## src/rtl/hd44780_defines.svh

```systemverilog
// ************************************************************
// timing counts, blink widths and the test byte for the
// hd44780 4-bit bring-up design
// all delays are in clk cycles and sized for simulation
// include wherever a count or the test byte is needed
// ************************************************************

`ifndef HD44780_DEFINES_SVH
`define HD44780_DEFINES_SVH

// ************************************************************
// nybble sender timing
// ************************************************************
`define H4_TICKS_TAS    (2)     // nybble latch to E rise
`define H4_TICKS_PWEH   (4)     // E high width
`define H4_TICKS_TCYCE  (10)    // E rise to next nybble, must exceed PWEH
`define H4_COUNT_BITS   (6)     // width of the sender down-counter

// ************************************************************
// alive blinker
// ************************************************************
`define H4_BLINK_BITS   (8)     // blink period is 2**BLINK_BITS cycles
`define H4_PWM_BITS     (3)     // rgb lit 1 cycle in 2**PWM_BITS

// ************************************************************
// test sequence payload
// ************************************************************
`define H4_TEST_BYTE    (8'h47)
`define H4_TEST_RS      (1'b0)  // 0 selects the command register

`endif
```

## src/rtl/hd44780_pkg.sv

```systemverilog
// ************************************************************
// shared types for the hd44780 bring-up design
// pin groups travel as packed structs, FSM states as enums
// reference by scoped name, hd44780_pkg::lcd_pins_t etc
// ************************************************************

package hd44780_pkg;

    // lcd pins as they leave the chip, r/w is tied low on the board
    typedef struct packed {
        logic       rs;         // register select
        logic       e;          // enable strobe
        logic [3:0] data;       // db7..db4
    } lcd_pins_t;

    // on-board rgb, ordering follows the driver channels 0..2
    typedef struct packed {
        logic g;
        logic b;
        logic r;
    } rgb_t;

    // nybble sender states
    typedef enum logic [1:0] {
        NYB_IDLE, NYB_SETUP, NYB_PULSE, NYB_HOLD
    } nyb_state_e;

    // byte sender states
    typedef enum logic [2:0] {
        BYTE_IDLE, BYTE_HIGH, BYTE_WAIT_HIGH, BYTE_LOW, BYTE_WAIT_LOW
    } byte_state_e;

    // test sequencer states
    typedef enum logic [1:0] {
        SEQ_IDLE, SEQ_LOAD, SEQ_WAIT_END, SEQ_LOCKUP
    } seq_state_e;

endpackage

```

## src/rtl/hd44780_top.sv

```systemverilog
// ************************************************************
// top level of the hd44780 4-bit bring-up design
// the sequencer arms on the button and feeds one test byte to
// the byte sender, the blinker runs beside it on its own pins
// ************************************************************
`timescale 1ns/1ps

module hd44780_top (
    input  logic                   clk,
    input  logic                   i_rst_n,
    input  logic                   i_button_n,  // active low
    output hd44780_pkg::lcd_pins_t o_lcd,       // rs, e, db7..db4
    output hd44780_pkg::rgb_t      o_rgb,       // dimmed on-board rgb
    output logic [3:0]             o_led_n,     // external leds, active low
    output logic                   o_la_strobe  // logic analyzer trigger
);

    logic       armed;
    logic       byte_stb;
    logic [7:0] byte_data;
    logic       byte_rs;
    logic       byte_busy;

    // ************************************************************
    // lcd path
    // ************************************************************
    lcd_test_sequencer u_seq (
        .clk         (clk),
        .i_rst_n     (i_rst_n),
        .i_button_n  (i_button_n),
        .i_busy      (byte_busy),
        .o_armed     (armed),
        .o_la_strobe (o_la_strobe),
        .o_stb       (byte_stb),
        .o_byte      (byte_data),
        .o_rs        (byte_rs)
    );

    lcd_byte_sender u_byte (
        .clk     (clk),
        .i_rst_n (i_rst_n),
        .i_stb   (byte_stb),
        .i_rs    (byte_rs),
        .i_byte  (byte_data),
        .o_busy  (byte_busy),
        .o_lcd   (o_lcd)
    );

    // ************************************************************
    // alive indicators
    // ************************************************************
    alive_blinker u_blink (
        .clk     (clk),
        .i_rst_n (i_rst_n),
        .i_armed (armed),           // external leds wait for the press
        .o_rgb   (o_rgb),
        .o_led_n (o_led_n)
    );

endmodule

```

## src/rtl/alive_blinker.sv

```systemverilog
// ************************************************************
// alive indicator, runs from reset regardless of the lcd path
// rgb outputs follow the blink counter's top bits, dimmed by a
// 1-in-8 pwm gate, the four external leds (active low) stay
// dark until i_armed and then blink off the same counter
// ************************************************************
`timescale 1ns/1ps
`include "hd44780_defines.svh"

module alive_blinker (
    input  logic              clk,
    input  logic              i_rst_n,
    input  logic              i_armed,      // from the test sequencer
    output hd44780_pkg::rgb_t o_rgb,        // active high
    output logic [3:0]        o_led_n       // active low
);

    localparam int BW = `H4_BLINK_BITS;
    localparam int PW = `H4_PWM_BITS;

    logic [BW-1:0] blink_cnt;
    logic [PW-1:0] pwm_cnt;
    logic          pwm_on;                  // one cycle in 2**PW

    assign pwm_on = &pwm_cnt;

    // ************************************************************
    // free-running counters
    // ************************************************************
    always_ff @(posedge clk) begin
        if (!i_rst_n) begin
            blink_cnt <= '0;
            pwm_cnt   <= '0;
        end else begin
            blink_cnt <= blink_cnt + 1'b1;
            pwm_cnt   <= pwm_cnt + 1'b1;
        end
    end

    // registered outputs, one cycle behind the counters
    always_ff @(posedge clk) begin
        if (!i_rst_n) begin
            o_rgb   <= '0;
            o_led_n <= '1;                          // all dark
        end else begin
            o_rgb.g <= pwm_on & ~blink_cnt[BW-1];
            o_rgb.b <= pwm_on &  blink_cnt[BW-1];
            o_rgb.r <= pwm_on & ~blink_cnt[BW-2];
            if (i_armed) begin
                o_led_n[0] <=  blink_cnt[BW-2];
                o_led_n[1] <= ~blink_cnt[BW-3];
                o_led_n[2] <=  blink_cnt[BW-3];
                o_led_n[3] <= ~blink_cnt[BW-4];
            end else begin
                o_led_n <= '1;                      // held off until armed
            end
        end
    end

endmodule

```

## src/rtl/lcd_test_sequencer.sv

```systemverilog
// ************************************************************
// one-shot test driver for the byte sender
// the first button press arms the design and raises the
// logic-analyzer strobe, then the test byte goes out once
// and the FSM locks up until reset
// ************************************************************
`timescale 1ns/1ps
`include "hd44780_defines.svh"

module lcd_test_sequencer (
    input  logic       clk,
    input  logic       i_rst_n,
    input  logic       i_button_n,      // raw button, active low, no debounce
    input  logic       i_busy,          // byte sender busy
    output logic       o_armed,         // button has been pressed
    output logic       o_la_strobe,     // analyzer trigger, stays high
    output logic       o_stb,           // one-cycle byte send strobe
    output logic [7:0] o_byte,
    output logic       o_rs
);

    hd44780_pkg::seq_state_e state;
    logic                    seen_busy;     // busy has risen since the strobe

    // arm latch, a bouncy press only sets it harder
    always_ff @(posedge clk) begin
        if (!i_rst_n) begin
            o_armed     <= 1'b0;
            o_la_strobe <= 1'b0;
        end else if (!o_armed && !i_button_n) begin
            o_armed     <= 1'b1;
            o_la_strobe <= 1'b1;
        end
    end

    // ************************************************************
    // send-once FSM, held in idle until armed
    // ************************************************************
    always_ff @(posedge clk) begin
        if (!i_rst_n) begin
            state     <= hd44780_pkg::SEQ_IDLE;
            o_stb     <= 1'b0;
            seen_busy <= 1'b0;
        end else if (o_armed) begin
            case (state)
                hd44780_pkg::SEQ_IDLE: state <= hd44780_pkg::SEQ_LOAD;
                hd44780_pkg::SEQ_LOAD: begin
                    o_stb     <= 1'b1;
                    seen_busy <= 1'b0;
                    state     <= hd44780_pkg::SEQ_WAIT_END;
                end
                hd44780_pkg::SEQ_WAIT_END: begin
                    o_stb <= 1'b0;
                    if (i_busy) seen_busy <= 1'b1;          // skip the stale low
                    else if (seen_busy) state <= hd44780_pkg::SEQ_LOCKUP;
                end
                hd44780_pkg::SEQ_LOCKUP: o_stb <= 1'b0;     // parked for good
                default: begin
                    o_stb <= 1'b0;
                    state <= hd44780_pkg::SEQ_LOCKUP;
                end
            endcase
        end
    end

    // byte and rs set up together with the strobe
    always_ff @(posedge clk) begin
        if (o_armed && (state == hd44780_pkg::SEQ_LOAD)) begin
            o_byte <= `H4_TEST_BYTE;
            o_rs   <= `H4_TEST_RS;
        end
    end

endmodule

```

## src/rtl/lcd_byte_sender.sv

```systemverilog
// ************************************************************
// sends a full byte over the 4-bit bus as two nybbles
// high nybble first, then low, each through the nybble sender
// pulse i_stb for one cycle while o_busy is low, o_busy covers
// both nybbles and falls after the low nybble's cycle time
// ************************************************************
`timescale 1ns/1ps

module lcd_byte_sender (
    input  logic                   clk,
    input  logic                   i_rst_n,
    input  logic                   i_stb,       // one-cycle send request
    input  logic                   i_rs,        // rs for both nybbles
    input  logic [7:0]             i_byte,
    output logic                   o_busy,
    output hd44780_pkg::lcd_pins_t o_lcd
);

    hd44780_pkg::byte_state_e state;
    logic [7:0]               byte_q;           // byte held for both halves
    logic                     rs_q;

    logic                     nyb_stb;
    logic [3:0]               nyb_data;
    logic                     nyb_busy;

    // strobe straight from the state so nybble busy is valid
    // on the very next cycle in the wait states
    assign nyb_stb  = (state == hd44780_pkg::BYTE_HIGH) ||
                      (state == hd44780_pkg::BYTE_LOW);
    assign nyb_data = (state == hd44780_pkg::BYTE_LOW) ? byte_q[3:0] : byte_q[7:4];
    assign o_busy   = (state != hd44780_pkg::BYTE_IDLE);

    // ************************************************************
    // two-nybble sequence
    // ************************************************************
    always_ff @(posedge clk) begin
        if (!i_rst_n) begin
            state <= hd44780_pkg::BYTE_IDLE;
        end else begin
            case (state)
                hd44780_pkg::BYTE_IDLE: begin
                    if (i_stb) state <= hd44780_pkg::BYTE_HIGH;
                end
                hd44780_pkg::BYTE_HIGH:                 // nybble sender accepts here
                    state <= hd44780_pkg::BYTE_WAIT_HIGH;
                hd44780_pkg::BYTE_WAIT_HIGH: begin
                    if (!nyb_busy) state <= hd44780_pkg::BYTE_LOW;
                end
                hd44780_pkg::BYTE_LOW:
                    state <= hd44780_pkg::BYTE_WAIT_LOW;
                hd44780_pkg::BYTE_WAIT_LOW: begin       // done once tcycE is over
                    if (!nyb_busy) state <= hd44780_pkg::BYTE_IDLE;
                end
                default: state <= hd44780_pkg::BYTE_IDLE;
            endcase
        end
    end

    // payload capture on an accepted strobe
    always_ff @(posedge clk) begin
        if ((state == hd44780_pkg::BYTE_IDLE) && i_stb) begin
            byte_q <= i_byte;
            rs_q   <= i_rs;
        end
    end

    lcd_nybble_sender u_nybble (
        .clk      (clk),
        .i_rst_n  (i_rst_n),
        .i_stb    (nyb_stb),
        .i_rs     (rs_q),
        .i_nybble (nyb_data),
        .o_busy   (nyb_busy),
        .o_lcd    (o_lcd)
    );

endmodule

```

## src/rtl/lcd_nybble_sender.sv

```systemverilog
// ************************************************************
// puts one nybble on the hd44780 4-bit bus
// pulse i_stb for one cycle while o_busy is low, rs and data
// are latched onto the pins, E pulses after the setup time and
// o_busy drops once the full enable cycle time has passed
// ************************************************************
`timescale 1ns/1ps
`include "hd44780_defines.svh"

module lcd_nybble_sender (
    input  logic                   clk,
    input  logic                   i_rst_n,
    input  logic                   i_stb,       // one-cycle send request
    input  logic                   i_rs,        // register select for this nybble
    input  logic [3:0]             i_nybble,    // goes to db7..db4
    output logic                   o_busy,      // high from accept until tcyce done
    output hd44780_pkg::lcd_pins_t o_lcd        // pins, held stable while busy
);

    localparam int CW = `H4_COUNT_BITS;

    // counter reload values, each phase counts down to zero
    localparam logic [CW-1:0] TAS_LOAD  = CW'(`H4_TICKS_TAS - 1);
    localparam logic [CW-1:0] PWEH_LOAD = CW'(`H4_TICKS_PWEH - 1);
    localparam logic [CW-1:0] HOLD_LOAD = CW'(`H4_TICKS_TCYCE - `H4_TICKS_PWEH - 1);

    hd44780_pkg::nyb_state_e state;
    logic [CW-1:0]           cnt;               // shared phase timer

    // ************************************************************
    // setup, enable pulse and cycle hold
    // ************************************************************
    always_ff @(posedge clk) begin
        if (!i_rst_n) begin
            state  <= hd44780_pkg::NYB_IDLE;
            cnt    <= '0;
            o_busy <= 1'b0;
            o_lcd  <= '0;                       // pins low out of reset
        end else begin
            case (state)
                hd44780_pkg::NYB_IDLE: begin
                    if (i_stb) begin
                        o_lcd.rs   <= i_rs;     // rs and data go out first
                        o_lcd.data <= i_nybble;
                        o_busy     <= 1'b1;
                        cnt        <= TAS_LOAD;
                        state      <= hd44780_pkg::NYB_SETUP;
                    end
                end
                hd44780_pkg::NYB_SETUP: begin   // address setup, tAS
                    if (cnt == '0) begin
                        o_lcd.e <= 1'b1;
                        cnt     <= PWEH_LOAD;
                        state   <= hd44780_pkg::NYB_PULSE;
                    end else begin
                        cnt <= cnt - 1'b1;
                    end
                end
                hd44780_pkg::NYB_PULSE: begin   // enable high, PWEH
                    if (cnt == '0) begin
                        o_lcd.e <= 1'b0;        // lcd samples on this fall
                        cnt     <= HOLD_LOAD;
                        state   <= hd44780_pkg::NYB_HOLD;
                    end else begin
                        cnt <= cnt - 1'b1;
                    end
                end
                hd44780_pkg::NYB_HOLD: begin    // rest of tcycE, pins held
                    if (cnt == '0) begin
                        o_busy <= 1'b0;
                        state  <= hd44780_pkg::NYB_IDLE;
                    end else begin
                        cnt <= cnt - 1'b1;
                    end
                end
                default: begin
                    o_lcd.e <= 1'b0;
                    o_busy  <= 1'b0;
                    state   <= hd44780_pkg::NYB_IDLE;
                end
            endcase
        end
    end

endmodule

```

## config.mk

```make
export PLATFORM = sky130hd
export DESIGN_NAME = hd44780_top
export DESIGN_NICKNAME = d
export VERILOG_FILES = /design/src/rtl/hd44780_pkg.sv /design/src/rtl/hd44780_top.sv /design/src/rtl/alive_blinker.sv /design/src/rtl/lcd_test_sequencer.sv /design/src/rtl/lcd_byte_sender.sv /design/src/rtl/lcd_nybble_sender.sv
export VERILOG_INCLUDE_DIRS = /design/src /design/src/rtl
export SDC_FILE = /design/constraint.sdc
export NUM_CORES = 1
export LEC_CHECK = 0
export BUFFER_PORTS_ARGS = -buffer_cell sky130_fd_sc_hd__buf_2
export CORE_MARGIN = 10
export CORE_UTILIZATION = 30
export CTS_CLUSTER_DIAMETER = 150
export CTS_CLUSTER_SIZE = 24
export DETAILED_ROUTE_END_ITERATION = 12
export GPL_TIMING_DRIVEN = 0
export MAX_ROUTING_LAYER = met4
export PLACE_DENSITY = 0.56
export REMOVE_ABC_BUFFERS = 1
export SLEW_MARGIN = 30
export SYNTH_ARGS = -nofsm -noshare
export SYNTH_HDL_FRONTEND = slang
export SYNTH_SLANG_ARGS = --single-unit
```

## constraint.sdc

```tcl
create_clock -name clk -period 1.6 [get_ports clk]
set_clock_uncertainty 0.05 [all_clocks]
set_input_delay 0.16 -clock clk [delete_from_list [all_inputs] [get_ports clk]]
set_output_delay 0.16 -clock clk [all_outputs]
set_load 0.02 [all_outputs]
```

==> results of run 1 <==
-- worst max-delay path by stage --
stage / endpoint
2_1_floorplan: u_byte.u_nybble.cnt[3]
3_3_place_gp: u_byte.u_nybble.cnt[4]
3_5_place_dp: u_byte.u_nybble.cnt[5]
4_1_cts: u_byte.u_nybble.cnt[0]
5_1_grt: u_byte.u_nybble.cnt[0]
6_report: u_byte.u_nybble.cnt[2]
-- worst reg2reg max path, cell delays in order (launching register included) --
cell and delay [ps]:
dfxtp_2 330, inv_2 60, ha_4 130, or4b_4 540, nor2_4 210, a2111oi_2 100, o21a_1 200
-- report_power, final --
group	switching [uW]	internal, uW	total [uW]
registers	121	1060	1180
logic	720	566	1290
clock network	353	463	817
-- registers in the layout, summed over array words and instances, names as in the netlist, 3 cells and up --
signal and count:
u_blink.pwm_cnt 3, u_byte.u_nybble.o_lcd 3, u_blink.blink_cnt 8, u_byte.u_nybble.cnt 6
u_blink.o_rgb 3, u_byte.state 3, u_blink.o_led_n 4
-- final cells by class --
cell class | count | area, um2 | share of cell area, %
well taps | 72 | 90.1 | 4.25
multi-input cells | 124 | 948 | 44.7
flip-flops and latches | 38 | 774 | 36.5
repair buffers | 24 | 151 | 7.14
inverters | 11 | 41.3 | 1.95
clock inverters | 3 | 45.0 | 2.13
clock buffers | 5 | 68.8 | 3.25
-- stage by stage --
stage | util (%) | std cells | hold WS, ps | total power, uW
floorplan | - | 172 | 197 | 1820
global placement | 32.9 | 258 | 297 | 2030
detailed placement | 32.9 | 258 | 296 | 2030
CTS | 37.5 | 274 | 187 | 3150
global route | 38.7 | 277 | 194 | 3500
finish | 38.7 | 277 | 182 | 3280
-- metal layers --
layer	up-vias	track usage, %	part of all wire, %
met1	611	9.60	45
li1	676	-	-
met4	0	4.36	1.4
met2	26	13.3	49
met3	5	2.44	4.1
met5	-	-	0
-- repair_timing --
action | in CTS | in global routing
pin swaps | 11 | 9
setup endpoints to repair | 11 | 12
endpoints found under the hold margin | 1 | 0
buffers inserted | 6 | 3
resized for setup | 23 | 14
hold buffers | 1 | 0
gates cloned | 1 | 0
-- cell families after synthesis --
| logic type | share of synthesized area, % |
|---|---|
| simple gates | 19.9 |
| compound gates | 16.7 |
| flops | 45.0 |
| buf+inv | 5.55 |
| fa+ha+maj | 8.89 |
| xor+xnor | 3.63 |
| other cells | 0.222 |
-- layout by cell type, fill, tap and decap left out, types with 4 or more instances in the layout --
cell | Yosys | layout
nand3_1 | 9 | 9
a21oi_1 | 11 | 10
clkbuf_8 | 0 | 5
nand2_1 | 7 | 7
o21ai_0 | 7 | 4
o21a_1 | 4 | 4
o31ai_1 | 4 | 4
buf_4 | 3 | 8
buf_2 | 0 | 14
ha_1 | 12 | 7
nand2b_1 | 4 | 4
dfxtp_2 | 0 | 5
xor2_1 | 4 | 4
nor2_1 | 20 | 19
inv_1 | 11 | 8
or3_1 | 4 | 4
dfxtp_1 | 38 | 31
==> impl_metrics.json, run 1 <==
{
  "stdcell_area_mm2": 0.00212,
  "setup_viol": 10,
  "slew_violations": 0,
  "synth_cells": 180,
  "fin_tns_setup_ps": -757,
  "violations": "negative setup slack",
  "num_vias": 1318,
  "antenna_found_initial": 0,
  "synth-main-ff-cell": "dfxtp_1",
  "start_util_pct": 30.9,
  "min_from": "i_rst_n",
  "cp-startpoint": "u_byte.u_nybble.cnt[1]",
  "dp_slack_ps": -502,
  "die_area_mm2": 0.00903,
  "yosys.cell_count.top_type": "dfxtp_1",
  "r2r_cells": 6,
  "core_mm2": 0.00547,
  "htree_levels": 2,
  "leakagePower_uw": 0.000853,
  "path_delay_family": "simple AND/OR/NAND/NOR gates",
  "syn2layout_area_growth_pct": 25.5,
  "ys_warn_count": 0,
  "postRouteAntennaNets": 0,
  "reg2reg_from": "u_byte.u_nybble.cnt[1]",
  "synth-edff-count": 0,
  "cp_max_fo": 5,
  "rows": 27,
  "cts_buffers": 5,
  "cts_sinks": 38,
  "die_x_um": 95.0,
  "fin_crit_sh_pct": 107,
  "drt_iter0_drc": 71,
  "timing.fmax_mhz": 582,
  "ys_top_cells_by_area": "dfxtp_1, ha_1, nor2_1",
  "hold_viol_final": 0,
  "ys_top_cells_by_count": "dfxtp_1, nor2_1, ha_1",
  "synth_seq_cells": 38,
  "status": "finished, violations left",
  "async_flop_share_pct": 0,
  "drive_gt1_share_pct": 30.7,
  "grt_max_degree": 23,
  "drc": 0,
  "dp_hpwl_um": 2260,
  "maxCapViolations": 0,
  "clkTransAtPathRegs_ps": 80,
  "firstDrtPassIters": 4,
  "wire_per_inst_um": 12.9,
  "ioPinCount": 17,
  "rsz0062_at_grt": "yes",
  "slowest_delay_ps": 540,
  "critical_path_cell_count": 6,
  "yosysSeqAreaShare_pct": 45.0,
  "synth_area_mm2": 0.00169,
  "fillers": 565,
  "antenna_cells": 0,
  "end_kind": "register",
  "placed_cell_area_mm2": 0.00180,
  "hp-class": "in2reg",
  "cp_cell_sequence": "inv_2 > ha_4 > or4b_4 > nor2_4 > a2111oi_2 > o21a_1",
  "synth_cell_types": 40,
  "grt_pass1_wl_um": 5890,
  "critical_path_buf_inv_count": 1,
  "slew_headroom_pct": 50.9,
  "place.port_buffers": 14,
  "fin_ws_ps": -117,
  "p_per_area_mw_per_mm2": 1550,
  "period_minus_slack_ps": 1720,
  "via_per_inst": 4.76,
  "worstSetupPathType": "reg2reg",
  "hold_path_end": "u_blink.o_led_n[1]",
  "ir_drop_uv": 442,
  "worst_path_max_delay_cell": "or4b_4",
  "routabilityCongestion": 0.771,
  "start_kind": "register",
  "crit_arrival_ps": 1850,
  "clock_path_buffers": 2,
  "clk_latency_ps": 290,
  "ff2ff_setup_slack_ps": -120,
  "grtUsageTotal_pct": 8.47,
  "worstPathRequired_ps": 1740,
  "worstHoldPathCells": 2,
  "r2r_end": "u_byte.u_nybble.cnt[2]",
  "tightest_slew_ps": 735,
  "cts_tree": "yes",
  "overflow": 0,
  "synth_top_area_cell": "dfxtp_1",
  "nNetsFinal": 219,
  "synth_top_area_share_pct": 45.0,
  "clock_tree.root_cell": "clkbuf_8",
  "grt_pass1_vias": 1217,
  "die_h_um": 95.0,
  "avgSynthCellArea_um2": 9.38,
  "drt-total-wl_um": 3580
}
Note: power is estimated with default switching activity, not from simulation.
==> run 2, diff against run 1 <==
--- a/config.mk
+++ b/config.mk
@@ -7,13 +7,13 @@
 export NUM_CORES = 1
 export LEC_CHECK = 0
 export BUFFER_PORTS_ARGS = -buffer_cell sky130_fd_sc_hd__buf_2
+export CAP_MARGIN = 20
 export CORE_MARGIN = 10
 export CORE_UTILIZATION = 30
 export CTS_CLUSTER_DIAMETER = 150
 export CTS_CLUSTER_SIZE = 24
 export DETAILED_ROUTE_END_ITERATION = 12
 export GPL_TIMING_DRIVEN = 0
-export MAX_ROUTING_LAYER = met4
 export PLACE_DENSITY = 0.56
 export REMOVE_ABC_BUFFERS = 1
 export SLEW_MARGIN = 30
==> run 2 against run 1 <==
  * The flow still finishes with violations (negative setup slack)
  * Final cell count unchanged
  * Count of clock-buffer cells in the layout unchanged
  * Wire length up 0.31%
  * Utilization unchanged
  * Clock power about the same
  * Die area unchanged
  * Maximum frequency about the same
  * Critical path depth unchanged
  * Sequential power about the same
  * Flip-flop and latch count unchanged
  * Critical endpoint unchanged
  * Largest cell class unchanged
==> impl_metrics.json, run 2 (synthesized netlist as in run 1, its figures left out) <==
{
  "routabilityCongestion": 0.761,
  "fin_ws_ps": -116,
  "clk_latency_ps": 290,
  "violations": "negative setup slack",
  "min_from": "i_rst_n",
  "grt_max_degree": 23,
  "worstHoldPathCells": 2,
  "p_per_area_mw_per_mm2": 1550,
  "utilization_pct": 38.7,
  "start_kind": "register",
  "firstDrtPassIters": 4,
  "antenna_cells": 0,
  "core_mm2": 0.00547,
  "switchingPower_uw": 1200,
  "end_kind": "register",
  "clkPwrFrac_pct": 24.9,
  "drive_gt1_share_pct": 30.7,
  "htree_levels": 2,
  "power_frac_comb_pct": 39.2,
  "hp-class": "in2reg",
  "power.total_uw": 3290,
  "via_per_inst": 4.77,
  "clock_tree.root_cell": "clkbuf_8",
  "slew_headroom_pct": 50.7,
  "num_vias": 1320,
  "cts_sinks": 38,
  "final_cell_mix": "dfxtp_1, nor2_1, buf_2, a21oi_1, nand3_1",
  "antenna_found_initial": 0,
  "hold_viol_final": 0,
  "clock_path_buffers": 2,
  "stdcell_area_mm2": 0.00212,
  "reg2reg_from": "u_byte.u_nybble.cnt[1]",
  "cts_buffers": 5,
  "largest_reg_flops": 8,
  "tightest_slew_ps": 739,
  "period_minus_slack_ps": 1720,
  "drt_iter0_drc": 81,
  "die_x_um": 95.0,
  "cp-startpoint": "u_byte.u_nybble.cnt[1]",
  "nNetsFinal": 219,
  "regMostFlops": "u_blink.blink_cnt",
  "top_regs": "u_blink.blink_cnt: 8 flops, u_byte.u_nybble.cnt: 6 flops, u_blink.o_led_n: 4 flops",
  "grt_pass1_wl_um": 5890,
  "place.port_buffers": 14,
  "rsz0062_at_grt": "yes",
  "overflow": 0,
  "grtUsageTotal_pct": 8.22,
  "die_area_mm2": 0.00903,
  "ioPinCount": 17,
  "final_common_cell": "dfxtp_1",
  "swShare_pct": 36.5,
  "seqPwrFrac_pct": 35.8,
  "postRouteAntennaNets": 0,
  "setup_viol": 10,
  "clkTransAtPathRegs_ps": 80,
  "rows": 27,
  "cts_tree": "yes",
  "r2r_cells": 6,
  "syn2layout_area_growth_pct": 25.5,
  "wire_per_inst_um": 13.0,
  "dp_hpwl_um": 2260,
  "cp_max_fo": 5,
  "p_int_uw": 2090,
  "placed_cell_area_mm2": 0.00180,
  "die_h_um": 95.0,
  "crit_arrival_ps": 1860,
  "drc": 0,
  "grt_pass1_vias": 1216,
  "worstSetupPathType": "reg2reg",
  "ir_drop_uv": 445,
  "fin_crit_sh_pct": 107,
  "slew_violations": 0,
  "maxCapViolations": 0,
  "worstPathRequired_ps": 1740,
  "drt-total-wl_um": 3590,
  "timing.fmax_mhz": 583,
  "fin_tns_setup_ps": -788,
  "start_util_pct": 30.9,
  "status": "finished, violations left",
  "leakagePower_uw": 0.000853
}
==> run 2: cell counts in the layout (fill, tap and decap cells not counted) <==
No cell type changed its count.
==> run 2: what timing repair did <==
item,CTS,global route
gates resized for setup,23,14
hold buffers,1,0
setup buffers,6,3
hold endpoints to repair,1,0
setup endpoints to repair,11,12
gates cloned,1,0
pin swaps,11,9
==> run 2: layout make-up <==
class | instances | area [um2]
Clock buffer | 5 | 68.8
Sequential cell | 38 | 774
Tap cell | 72 | 90.1
Clock inverter | 3 | 45.0
Fill cell | 560 | 3350
Timing Repair Buffer | 24 | 151
Multi-Input combinational cell | 124 | 948
Inverter | 11 | 41.3
==> run 2: layer usage <==
layer | routed length (um) | GRT usage [%]
met5 | 0 | 0
met4 | 62 | 4.36
met3 | 179 | 2.44
met2 | 1760 | 13.3
met1 | 1590 | 9.60
==> run 2: worst paths after layout <==
path | endpoint | slack [ps]
worst max-delay path | u_byte.u_nybble.cnt[2] | -120
worst min-delay path | u_blink.o_led_n[1] | 180
worst max register to register | u_byte.u_nybble.cnt[2] | -120
worst min register to register | u_blink.pwm_cnt[0] | 370
==> run 2: power groups by stage <==
stage	combinational [uW]	sequential, uW	clock (uW)
floorplan	651	1170	0
global placement	856	1170	0
detailed placement	859	1170	0
CTS	1150	1160	838
global route	1410	1200	890
finish	1290	1180	820
==> run 2: per-stage QoR <==
stage          setup WS [ps]  instances  hold slack [ps]
6_report                -116        277              184
5_1_grt                 -159        277              194
4_1_cts                 -107        274              187
3_5_place_dp            -502        258              296
3_3_place_gp            -509        258              297
2_1_floorplan           -104        172              197
==> run 2: worst max-delay path, cell delays in order (launching register included) <==
cell	delay, ps
dfxtp_2	330
inv_2	60
ha_4	130
or4b_4	540
nor2_4	210
a2111oi_2	100
o21a_1	200
